<file path="src/csr_pkg.sv">
package csr_pkg;

  // ####################
  // widths
  // ####################

  localparam int unsigned xlen       = 64;
  localparam int unsigned csr_addr_w = 12;

  // ####################
  // CSR addresses
  // ####################

  localparam logic [csr_addr_w-1:0] csr_mstatus = 12'h300;
  localparam logic [csr_addr_w-1:0] csr_mtvec   = 12'h305;
  localparam logic [csr_addr_w-1:0] csr_mepc    = 12'h341;
  localparam logic [csr_addr_w-1:0] csr_mcause  = 12'h342;
  localparam logic [csr_addr_w-1:0] csr_mtval   = 12'h343;

  // ####################
  // CSR operations
  // ####################

  // encoded like the low two bits of funct3 for CSRRW, CSRRS and CSRRC.
  typedef enum logic [1:0] {
    op_rw = 2'b01,
    op_rs = 2'b10,
    op_rc = 2'b11
  } csr_op_t;

  // ####################
  // field layout
  // ####################

  localparam int unsigned mstatus_mie_bit  = 3;
  localparam int unsigned mstatus_mpie_bit = 7;
  localparam int unsigned mstatus_mpp_lsb  = 11;

  // only M-mode exists, so MPP is hardwired to 3.
  localparam logic [1:0] mstatus_mpp_val = 2'b11;

  // only MIE and MPIE are writable.
  localparam logic [xlen-1:0] mstatus_wmask =
      (64'd1 << mstatus_mie_bit) | (64'd1 << mstatus_mpie_bit);

  // direct mode only, base is 4-byte aligned.
  localparam logic [xlen-1:0] mtvec_wmask = ~64'd3;

  // no compressed instructions, so mepc is 4-byte aligned too.
  localparam logic [xlen-1:0] mepc_wmask = ~64'd3;

endpackage

</file>
<file path="src/csr_access_unit.sv">
module csr_access_unit (
  input  logic                            csr_req_i,
  input  logic [csr_pkg::csr_addr_w-1:0]  csr_addr_i,
  input  csr_pkg::csr_op_t                csr_op_i,
  input  logic [csr_pkg::xlen-1:0]        csr_src_i,
  input  logic [csr_pkg::xlen-1:0]        rd_data_i,
  output logic [csr_pkg::csr_addr_w-1:0]  rd_addr_o,
  output logic [csr_pkg::xlen-1:0]        csr_rdata_o,
  output logic                            csr_illegal_o,
  output logic                            wr_en_o,
  output logic [csr_pkg::csr_addr_w-1:0]  wr_addr_o,
  output logic [csr_pkg::xlen-1:0]        wr_data_o
);

  logic                     addr_ok;
  logic [csr_pkg::xlen-1:0] new_val;

  // ####################
  // address decode
  // ####################

  always_comb begin
    case (csr_addr_i)
      csr_pkg::csr_mstatus,
      csr_pkg::csr_mtvec,
      csr_pkg::csr_mepc,
      csr_pkg::csr_mcause,
      csr_pkg::csr_mtval: addr_ok = 1'b1;
      default:            addr_ok = 1'b0;
    endcase
  end

  // the read is issued in the request cycle, the old value comes back the same cycle.
  assign rd_addr_o = csr_addr_i;

  assign csr_illegal_o = csr_req_i & ~addr_ok;
  assign csr_rdata_o   = (csr_req_i && addr_ok) ? rd_data_i : '0;

  // ####################
  // read-modify-write
  // ####################

  always_comb begin
    case (csr_op_i)
      csr_pkg::op_rw: new_val = csr_src_i;
      csr_pkg::op_rs: new_val = rd_data_i | csr_src_i;
      csr_pkg::op_rc: new_val = rd_data_i & ~csr_src_i;
      default:        new_val = rd_data_i;
    endcase
  end

  // field masks are left to the register file.
  assign wr_en_o   = csr_req_i & addr_ok;
  assign wr_addr_o = csr_addr_i;
  assign wr_data_o = new_val;

endmodule

</file>
<file path="src/csr_regfile.sv">
module csr_regfile (
  input  logic                            clk,
  input  logic                            arst_n_i,
  input  logic [csr_pkg::csr_addr_w-1:0]  rd_addr_i,
  input  logic                            wr_en_i,
  input  logic [csr_pkg::csr_addr_w-1:0]  wr_addr_i,
  input  logic [csr_pkg::xlen-1:0]        wr_data_i,
  input  logic                            mstatus_we_i,
  input  logic [csr_pkg::xlen-1:0]        mstatus_d_i,
  input  logic                            mepc_we_i,
  input  logic [csr_pkg::xlen-1:0]        mepc_d_i,
  input  logic                            mcause_we_i,
  input  logic [csr_pkg::xlen-1:0]        mcause_d_i,
  input  logic                            mtval_we_i,
  input  logic [csr_pkg::xlen-1:0]        mtval_d_i,
  output logic [csr_pkg::xlen-1:0]        rd_data_o,
  output logic [csr_pkg::xlen-1:0]        mstatus_o,
  output logic [csr_pkg::xlen-1:0]        mepc_o,
  output logic [csr_pkg::xlen-1:0]        mtvec_o
);

  logic [csr_pkg::xlen-1:0] mstatus_q;
  logic [csr_pkg::xlen-1:0] mtvec_q;
  logic [csr_pkg::xlen-1:0] mepc_q;
  logic [csr_pkg::xlen-1:0] mcause_q;
  logic [csr_pkg::xlen-1:0] mtval_q;

  logic hit_mstatus;
  logic hit_mtvec;
  logic hit_mepc;
  logic hit_mcause;
  logic hit_mtval;

  logic [csr_pkg::xlen-1:0] mstatus_nxt;
  logic [csr_pkg::xlen-1:0] mepc_nxt;
  logic [csr_pkg::xlen-1:0] mcause_nxt;
  logic [csr_pkg::xlen-1:0] mtval_nxt;
  logic [csr_pkg::xlen-1:0] mstatus_view;

  // ####################
  // write select
  // ####################

  always_comb begin
    hit_mstatus = 1'b0;
    hit_mtvec   = 1'b0;
    hit_mepc    = 1'b0;
    hit_mcause  = 1'b0;
    hit_mtval   = 1'b0;
    if (wr_en_i) begin
      case (wr_addr_i)
        csr_pkg::csr_mstatus: hit_mstatus = 1'b1;
        csr_pkg::csr_mtvec:   hit_mtvec   = 1'b1;
        csr_pkg::csr_mepc:    hit_mepc    = 1'b1;
        csr_pkg::csr_mcause:  hit_mcause  = 1'b1;
        csr_pkg::csr_mtval:   hit_mtval   = 1'b1;
        default: ;
      endcase
    end
  end

  // the trap side wins over an addressed write to the same register.
  assign mstatus_nxt = mstatus_we_i ? mstatus_d_i : wr_data_i;
  assign mepc_nxt    = mepc_we_i    ? mepc_d_i    : wr_data_i;
  assign mcause_nxt  = mcause_we_i  ? mcause_d_i  : wr_data_i;
  assign mtval_nxt   = mtval_we_i   ? mtval_d_i   : wr_data_i;

  // ####################
  // registers
  // ####################

  always_ff @(posedge clk or negedge arst_n_i) begin
    if (!arst_n_i) begin
      mstatus_q <= '0;
      mtvec_q   <= '0;
      mepc_q    <= '0;
      mcause_q  <= '0;
      mtval_q   <= '0;
    end else begin
      if (mstatus_we_i || hit_mstatus) begin
        mstatus_q <= mstatus_nxt & csr_pkg::mstatus_wmask;
      end
      if (hit_mtvec) begin
        mtvec_q <= wr_data_i & csr_pkg::mtvec_wmask;
      end
      if (mepc_we_i || hit_mepc) begin
        mepc_q <= mepc_nxt & csr_pkg::mepc_wmask;
      end
      if (mcause_we_i || hit_mcause) begin
        mcause_q <= mcause_nxt;
      end
      if (mtval_we_i || hit_mtval) begin
        mtval_q <= mtval_nxt;
      end
    end
  end

  // ####################
  // read side
  // ####################

  always_comb begin
    mstatus_view = mstatus_q;
    mstatus_view[csr_pkg::mstatus_mpp_lsb +: 2] = csr_pkg::mstatus_mpp_val;
  end

  always_comb begin
    case (rd_addr_i)
      csr_pkg::csr_mstatus: rd_data_o = mstatus_view;
      csr_pkg::csr_mtvec:   rd_data_o = mtvec_q;
      csr_pkg::csr_mepc:    rd_data_o = mepc_q;
      csr_pkg::csr_mcause:  rd_data_o = mcause_q;
      csr_pkg::csr_mtval:   rd_data_o = mtval_q;
      default:              rd_data_o = '0;
    endcase
  end

  assign mstatus_o = mstatus_view;
  assign mepc_o    = mepc_q;
  assign mtvec_o   = mtvec_q;

endmodule

</file>
<file path="src/csr_trap_top.sv">
module csr_trap_top (
  input  logic                            clk,
  input  logic                            arst_n_i,
  input  logic                            csr_req_i,
  input  logic [csr_pkg::csr_addr_w-1:0]  csr_addr_i,
  input  csr_pkg::csr_op_t                csr_op_i,
  input  logic [csr_pkg::xlen-1:0]        csr_src_i,
  input  logic                            trap_i,
  input  logic [csr_pkg::xlen-1:0]        trap_cause_i,
  input  logic [csr_pkg::xlen-1:0]        trap_epc_i,
  input  logic [csr_pkg::xlen-1:0]        trap_tval_i,
  input  logic                            mret_i,
  output logic [csr_pkg::xlen-1:0]        csr_rdata_o,
  output logic                            csr_illegal_o,
  output logic                            redirect_o,
  output logic [csr_pkg::xlen-1:0]        redirect_pc_o
);

  logic [csr_pkg::csr_addr_w-1:0] rd_addr;
  logic [csr_pkg::xlen-1:0]       rd_data;
  logic                           wr_en;
  logic [csr_pkg::csr_addr_w-1:0] wr_addr;
  logic [csr_pkg::xlen-1:0]       wr_data;

  logic [csr_pkg::xlen-1:0] mstatus_q;
  logic [csr_pkg::xlen-1:0] mepc_q;
  logic [csr_pkg::xlen-1:0] mtvec_q;

  logic                     mstatus_we;
  logic [csr_pkg::xlen-1:0] mstatus_d;
  logic                     mepc_we;
  logic [csr_pkg::xlen-1:0] mepc_d;
  logic                     mcause_we;
  logic [csr_pkg::xlen-1:0] mcause_d;
  logic                     mtval_we;
  logic [csr_pkg::xlen-1:0] mtval_d;

  csr_access_unit u_csr_access_unit (
    .csr_req_i     (csr_req_i),
    .csr_addr_i    (csr_addr_i),
    .csr_op_i      (csr_op_i),
    .csr_src_i     (csr_src_i),
    .rd_data_i     (rd_data),
    .rd_addr_o     (rd_addr),
    .csr_rdata_o   (csr_rdata_o),
    .csr_illegal_o (csr_illegal_o),
    .wr_en_o       (wr_en),
    .wr_addr_o     (wr_addr),
    .wr_data_o     (wr_data)
  );

  csr_trap_unit u_csr_trap_unit (
    .trap_i        (trap_i),
    .trap_cause_i  (trap_cause_i),
    .trap_epc_i    (trap_epc_i),
    .trap_tval_i   (trap_tval_i),
    .mret_i        (mret_i),
    .mstatus_i     (mstatus_q),
    .mepc_i        (mepc_q),
    .mtvec_i       (mtvec_q),
    .mstatus_we_o  (mstatus_we),
    .mstatus_d_o   (mstatus_d),
    .mepc_we_o     (mepc_we),
    .mepc_d_o      (mepc_d),
    .mcause_we_o   (mcause_we),
    .mcause_d_o    (mcause_d),
    .mtval_we_o    (mtval_we),
    .mtval_d_o     (mtval_d),
    .redirect_o    (redirect_o),
    .redirect_pc_o (redirect_pc_o)
  );

  csr_regfile u_csr_regfile (
    .clk          (clk),
    .arst_n_i     (arst_n_i),
    .rd_addr_i    (rd_addr),
    .wr_en_i      (wr_en),
    .wr_addr_i    (wr_addr),
    .wr_data_i    (wr_data),
    .mstatus_we_i (mstatus_we),
    .mstatus_d_i  (mstatus_d),
    .mepc_we_i    (mepc_we),
    .mepc_d_i     (mepc_d),
    .mcause_we_i  (mcause_we),
    .mcause_d_i   (mcause_d),
    .mtval_we_i   (mtval_we),
    .mtval_d_i    (mtval_d),
    .rd_data_o    (rd_data),
    .mstatus_o    (mstatus_q),
    .mepc_o       (mepc_q),
    .mtvec_o      (mtvec_q)
  );

endmodule

</file>
<file path="src/csr_trap_unit.sv">
module csr_trap_unit (
  input  logic                     trap_i,
  input  logic [csr_pkg::xlen-1:0] trap_cause_i,
  input  logic [csr_pkg::xlen-1:0] trap_epc_i,
  input  logic [csr_pkg::xlen-1:0] trap_tval_i,
  input  logic                     mret_i,
  input  logic [csr_pkg::xlen-1:0] mstatus_i,
  input  logic [csr_pkg::xlen-1:0] mepc_i,
  input  logic [csr_pkg::xlen-1:0] mtvec_i,
  output logic                     mstatus_we_o,
  output logic [csr_pkg::xlen-1:0] mstatus_d_o,
  output logic                     mepc_we_o,
  output logic [csr_pkg::xlen-1:0] mepc_d_o,
  output logic                     mcause_we_o,
  output logic [csr_pkg::xlen-1:0] mcause_d_o,
  output logic                     mtval_we_o,
  output logic [csr_pkg::xlen-1:0] mtval_d_o,
  output logic                     redirect_o,
  output logic [csr_pkg::xlen-1:0] redirect_pc_o
);

  logic old_mie;
  logic old_mpie;

  assign old_mie  = mstatus_i[csr_pkg::mstatus_mie_bit];
  assign old_mpie = mstatus_i[csr_pkg::mstatus_mpie_bit];

  // ####################
  // trap entry and mret
  // ####################

  always_comb begin
    mstatus_we_o  = 1'b0;
    mstatus_d_o   = mstatus_i;
    mepc_we_o     = 1'b0;
    mepc_d_o      = trap_epc_i;
    mcause_we_o   = 1'b0;
    mcause_d_o    = trap_cause_i;
    mtval_we_o    = 1'b0;
    mtval_d_o     = trap_tval_i;
    redirect_o    = 1'b0;
    redirect_pc_o = '0;

    if (trap_i) begin
      // the interrupt enable is stacked and cleared on entry.
      mstatus_we_o = 1'b1;
      mstatus_d_o[csr_pkg::mstatus_mpie_bit] = old_mie;
      mstatus_d_o[csr_pkg::mstatus_mie_bit]  = 1'b0;
      mepc_we_o     = 1'b1;
      mcause_we_o   = 1'b1;
      mtval_we_o    = 1'b1;
      redirect_o    = 1'b1;
      redirect_pc_o = mtvec_i;
    end else if (mret_i) begin
      // unstack the interrupt enable, MPIE goes back to one.
      mstatus_we_o = 1'b1;
      mstatus_d_o[csr_pkg::mstatus_mie_bit]  = old_mpie;
      mstatus_d_o[csr_pkg::mstatus_mpie_bit] = 1'b1;
      redirect_o    = 1'b1;
      redirect_pc_o = mepc_i;
    end
  end

endmodule

</file>
<file path="config.mk">
export PLATFORM = sky130hd
export DESIGN_NAME = csr_trap_top
export DESIGN_NICKNAME = d
export VERILOG_FILES = /design/src/csr_pkg.sv /design/src/csr_access_unit.sv /design/src/csr_regfile.sv /design/src/csr_trap_top.sv /design/src/csr_trap_unit.sv
export SDC_FILE = /design/constraint.sdc
export NUM_CORES = 1
export LEC_CHECK = 0
export BUFFER_PORTS_ARGS = -buffer_cell sky130_fd_sc_hd__buf_4
export CAP_MARGIN = 20
export CORE_UTILIZATION = 40
export DETAILED_ROUTE_END_ITERATION = 7
export GPL_ROUTABILITY_DRIVEN = 0
export SLEW_MARGIN = 30
export SYNTH_ARGS = -nofsm -noshare
export SYNTH_HDL_FRONTEND = slang
export SYNTH_SLANG_ARGS = --single-unit
</file>
<file path="constraint.sdc">
create_clock -name clk -period 4.8 [get_ports clk]
set_input_delay 1.2 -clock clk [delete_from_list [all_inputs] [get_ports clk]]
set_output_delay 1.2 -clock clk [all_outputs]
set_load 0.01 [all_outputs]
</file>
==> summary.txt <==
Power
  – P_sw: 1.574 mW
  – Sw Ratio: 0.2777
  – Worst VDD drop: 0.0002680 V
  – Reg power frac: 0.422
  – Internal power: 4.095 mW
  – Combinational fraction of design power: 0.163
  – Leak Pwr: 8.280 nW
  – PD cells: 291.0 nW/um2
  – Clock power frac: 0.415

Final layout
  – Final core utilization: 0.5437
  – Design Area, Final: 19480 um2
  – Layout cell share with drive strength beyond 1: 0.2963
  – Nets: 2268
  – Commonest cells after routing, fill and taps aside: 453 x buf_4, 254 x dfrtp_1, 189 x nand2_1
  – Most common cell after layout, fill and taps aside: buf_4
  – Synth-to-Final Area Change: 32.47%

Logic synthesis
  – Mapped Cells: 1659
  – #FFs+latches synth: 254
  – Post-synth cell types: 63
  – Ranking of synthesized cells by area: dfrtp_1 43%, a21oi_1 5.8%, a22oi_1 5.0%
  – Synth warnings: 0
  – Ys flop type: dfrtp_1
  – Post-synthesis sequential area ratio: 0.4322
  – Cell taking the most area after synthesis: dfrtp_1
  – EDFF count, synth: 0
  – Mapped Area: 14710 um2
  – Area share of the largest cell type after synthesis: 0.4322
  – Avg Synthesized Cell Area: 8.864 um2
  – Post-synth ARST share: 1.000

STA
  – Setup-failing EPs final: 0
  – Slew @ Worst Pin: 0.9833 ns
  – Fin Hold WS: 0.4978 ns
  – Clock Skews: 0.007898 ns
  – Tmin final: 4.655 ns
  – Relative slew slack: 0.3445
  – Final period utilization: 0.9699
  – RSZ-0062 raised after global routing: no
  – Setup WS post-layout: 0.1445 ns
  – Slew Limit Fails: 0
  – Final Hold Violating Endpoints: 0
  – Fin Setup TNS: 0 ns
  – Achievable Freq: 0.2148 GHz

Floorplanning
  – Die area: 37530 um2
  – Die Ht: 193.7 um
  – Die width: 193.7 um
  – Initial core utilization: 0.4104
  – Io pins: 405
  – Rows: 69
  – CORE AREA: 35830 um2

Job
  – Max_cap viols: 0

Drt
  – Drt wl/cell: 27.19 um
  – Pre-Repair DR Iteration Count: 7
  – Post-DRT Antenna Nets: 0
  – Avg Vias per Cell: 6.502
  – DR vias: 16150
  – # DRC: 0
  – Routed wire length: 67.55 mm
  – Initial drt markers: 1672

Global route
  – Antenna violations before repair: 11
  – Pin count of the biggest net entering global routing: 98
  – Vias in the first global route: 15830
  – Overflow after GRT: 0
  – GRT Total Usage: 0.3482
  – Global-route wire length before repair: 99.93 mm

Status
  – Status: finished, final reports clean

Clock network
  – Clock buffer depth: 3
  – Sink Count: 254
  – Clk slew on worst S/H paths: 0.06 ns
  – Worst-skew pair later-pin latency: 0.56 ns
  – CTS tree: built
  – Root buffer cell: clkbuf_16
  – Post-CTS setup buffer count: 0
  – CTS buffer count: 30
  – Gates resized, CTS repair: 0
  – CTS Hold Bufs: 0
  – CTS H-tree depth: 1

Setup path
  – Slowest CP cell: or4_1
  – Critical path capture point type: primary output
  – Crit path max fanout: 31
  – Family with the most delay on the worst path: simple AND/OR/NAND/NOR gates
  – Worst setup SP type: primary input
  – CP Buf/Inv Count: 4
  – Setup CP Type: primary input to primary output
  – CP required: 3.60 ns
  – Arr. time, crit path: 3.46 ns
  – Cells along the critical path: buf_4, or4_1, buf_12, nor4_4, buf_12, a21oi_1, nor2_1, buf_4
  – CP peak stage delay: 0.58 ns

Worst hold path
  – Class of the tightest hold or removal check: flip-flop to flip-flop

Place
  – Hpwl dp: 43.85 mm
  – Pre-CTS setup slack: 0.1840 ns
  – PortBufs: 400
  – Placed cell areas: 18450 um2
layout make-up:
cell class	instances	area (um2)
diodes	8	20.02
clock buffers	46	942.2
clock inverters	8	72.57
fillers	3339	16350
inverters	10	40.04
multi-input cells	1231	7825
flip-flops and latches	254	6356
well taps	461	576.8
repair buffers	466	3647
kinds of logic after synthesis:
logic type      Yosys count  synth area share
simple gates            425            0.1355
compound gates          738            0.3350
mux                      65           0.04739
other cells               1         0.0002550
xor+xnor                  1         0.0005957
buf+inv                 175           0.04901
flops                   254            0.4322
through the flow:
stage / power, mW / instances
3_3_place_gp: 3.319 / 2422
4_1_cts: 5.670 / 2476
2_1_floorplan: 2.845 / 1660
5_1_grt: 5.851 / 2484
6_report: 5.669 / 2484
3_5_place_dp: 3.337 / 2422
metal layers:
layer | routed length [um] | track usage | vias to the layer above
met5 | 45 | 0 | -
met4 | 2837 | 0.1541 | 6
met3 | 6166 | 0.05810 | 163
met2 | 30240 | 0.5331 | 1010
met1 | 28260 | 0.4839 | 7974
li1 | - | - | 6999
state kept, by name (all words and copies together) (netlist names):
register,cells
u_csr_regfile.mcause_q,64
u_csr_regfile.mepc_o,62
u_csr_regfile.mtval_q,64
u_csr_regfile.mstatus_q,2
u_csr_regfile.mtvec_o,62
tightest hold or removal path: stages, from the launching register on:
cell and delay [ns]:
dfrtp_1 0.34, a21oi_1 0.06, o21ai_0 0.06
power by group through the flow:
| stage | Sequential [mW] | Clock (mW) | Combinational, mW |
|---|---|---|---|
| finish | 2.39 | 2.35 | 0.925 |
| global placement | 2.42 | 0 | 0.903 |
| detailed placement | 2.42 | 0 | 0.914 |
| CTS | 2.39 | 2.37 | 0.917 |
| global route | 2.41 | 2.45 | 0.995 |
| floorplan | 2.40 | 0 | 0.450 |
cell usage after synthesis (5+ instances only):
| library cell | n |
|---|---|
| a31oi_1 | 9 |
| o2bb2ai_1 | 10 |
| mux2_2 | 37 |
| nor4b_1 | 10 |
| nor3_1 | 6 |
| a222oi_1 | 13 |
| o21ai_1 | 27 |
| buf_2 | 24 |
| and2_1 | 11 |
| nor2_1 | 107 |
| nand2_1 | 191 |
| o22ai_1 | 79 |
| o211ai_1 | 5 |
| nand3_1 | 39 |
| dfrtp_1 | 254 |
| buf_4 | 5 |
| a22oi_1 | 98 |
| a32o_1 | 7 |
| buf_1 | 13 |
| a211oi_2 | 8 |
| o21ai_0 | 131 |
| a21o_1 | 15 |
| clkbuf_1 | 121 |
| nor4_1 | 14 |
| a22o_1 | 57 |
| nor2b_1 | 5 |
| a2bb2oi_1 | 28 |
| nand4_1 | 5 |
| mux2i_1 | 28 |
| a221o_1 | 13 |
| and4_1 | 14 |
| a21oi_1 | 171 |
| a211oi_1 | 16 |
| inv_1 | 10 |
| a221oi_1 | 28 |
worst paths after layout:
check	from	end	slack (ns)	cells past startpoint
worst min register to register	u_csr_regfile.mcause_q[49]	u_csr_regfile.mcause_q[49]	0.50	2
worst max register to register	u_csr_regfile.mepc_o[7]	u_csr_regfile.mtvec_o[7]	2.84	6
min in group asynchronous	arst_n_i	u_csr_regfile.mcause_q[42]	0.67	1
worst min-delay path	u_csr_regfile.mcause_q[49]	u_csr_regfile.mcause_q[49]	0.50	2
worst max-delay path	csr_addr_i[7]	csr_rdata_o[61]	0.14	8
max in group asynchronous	arst_n_i	u_csr_regfile.mcause_q[12]	3.20	2
Note: power is estimated with default switching activity, not from simulation.
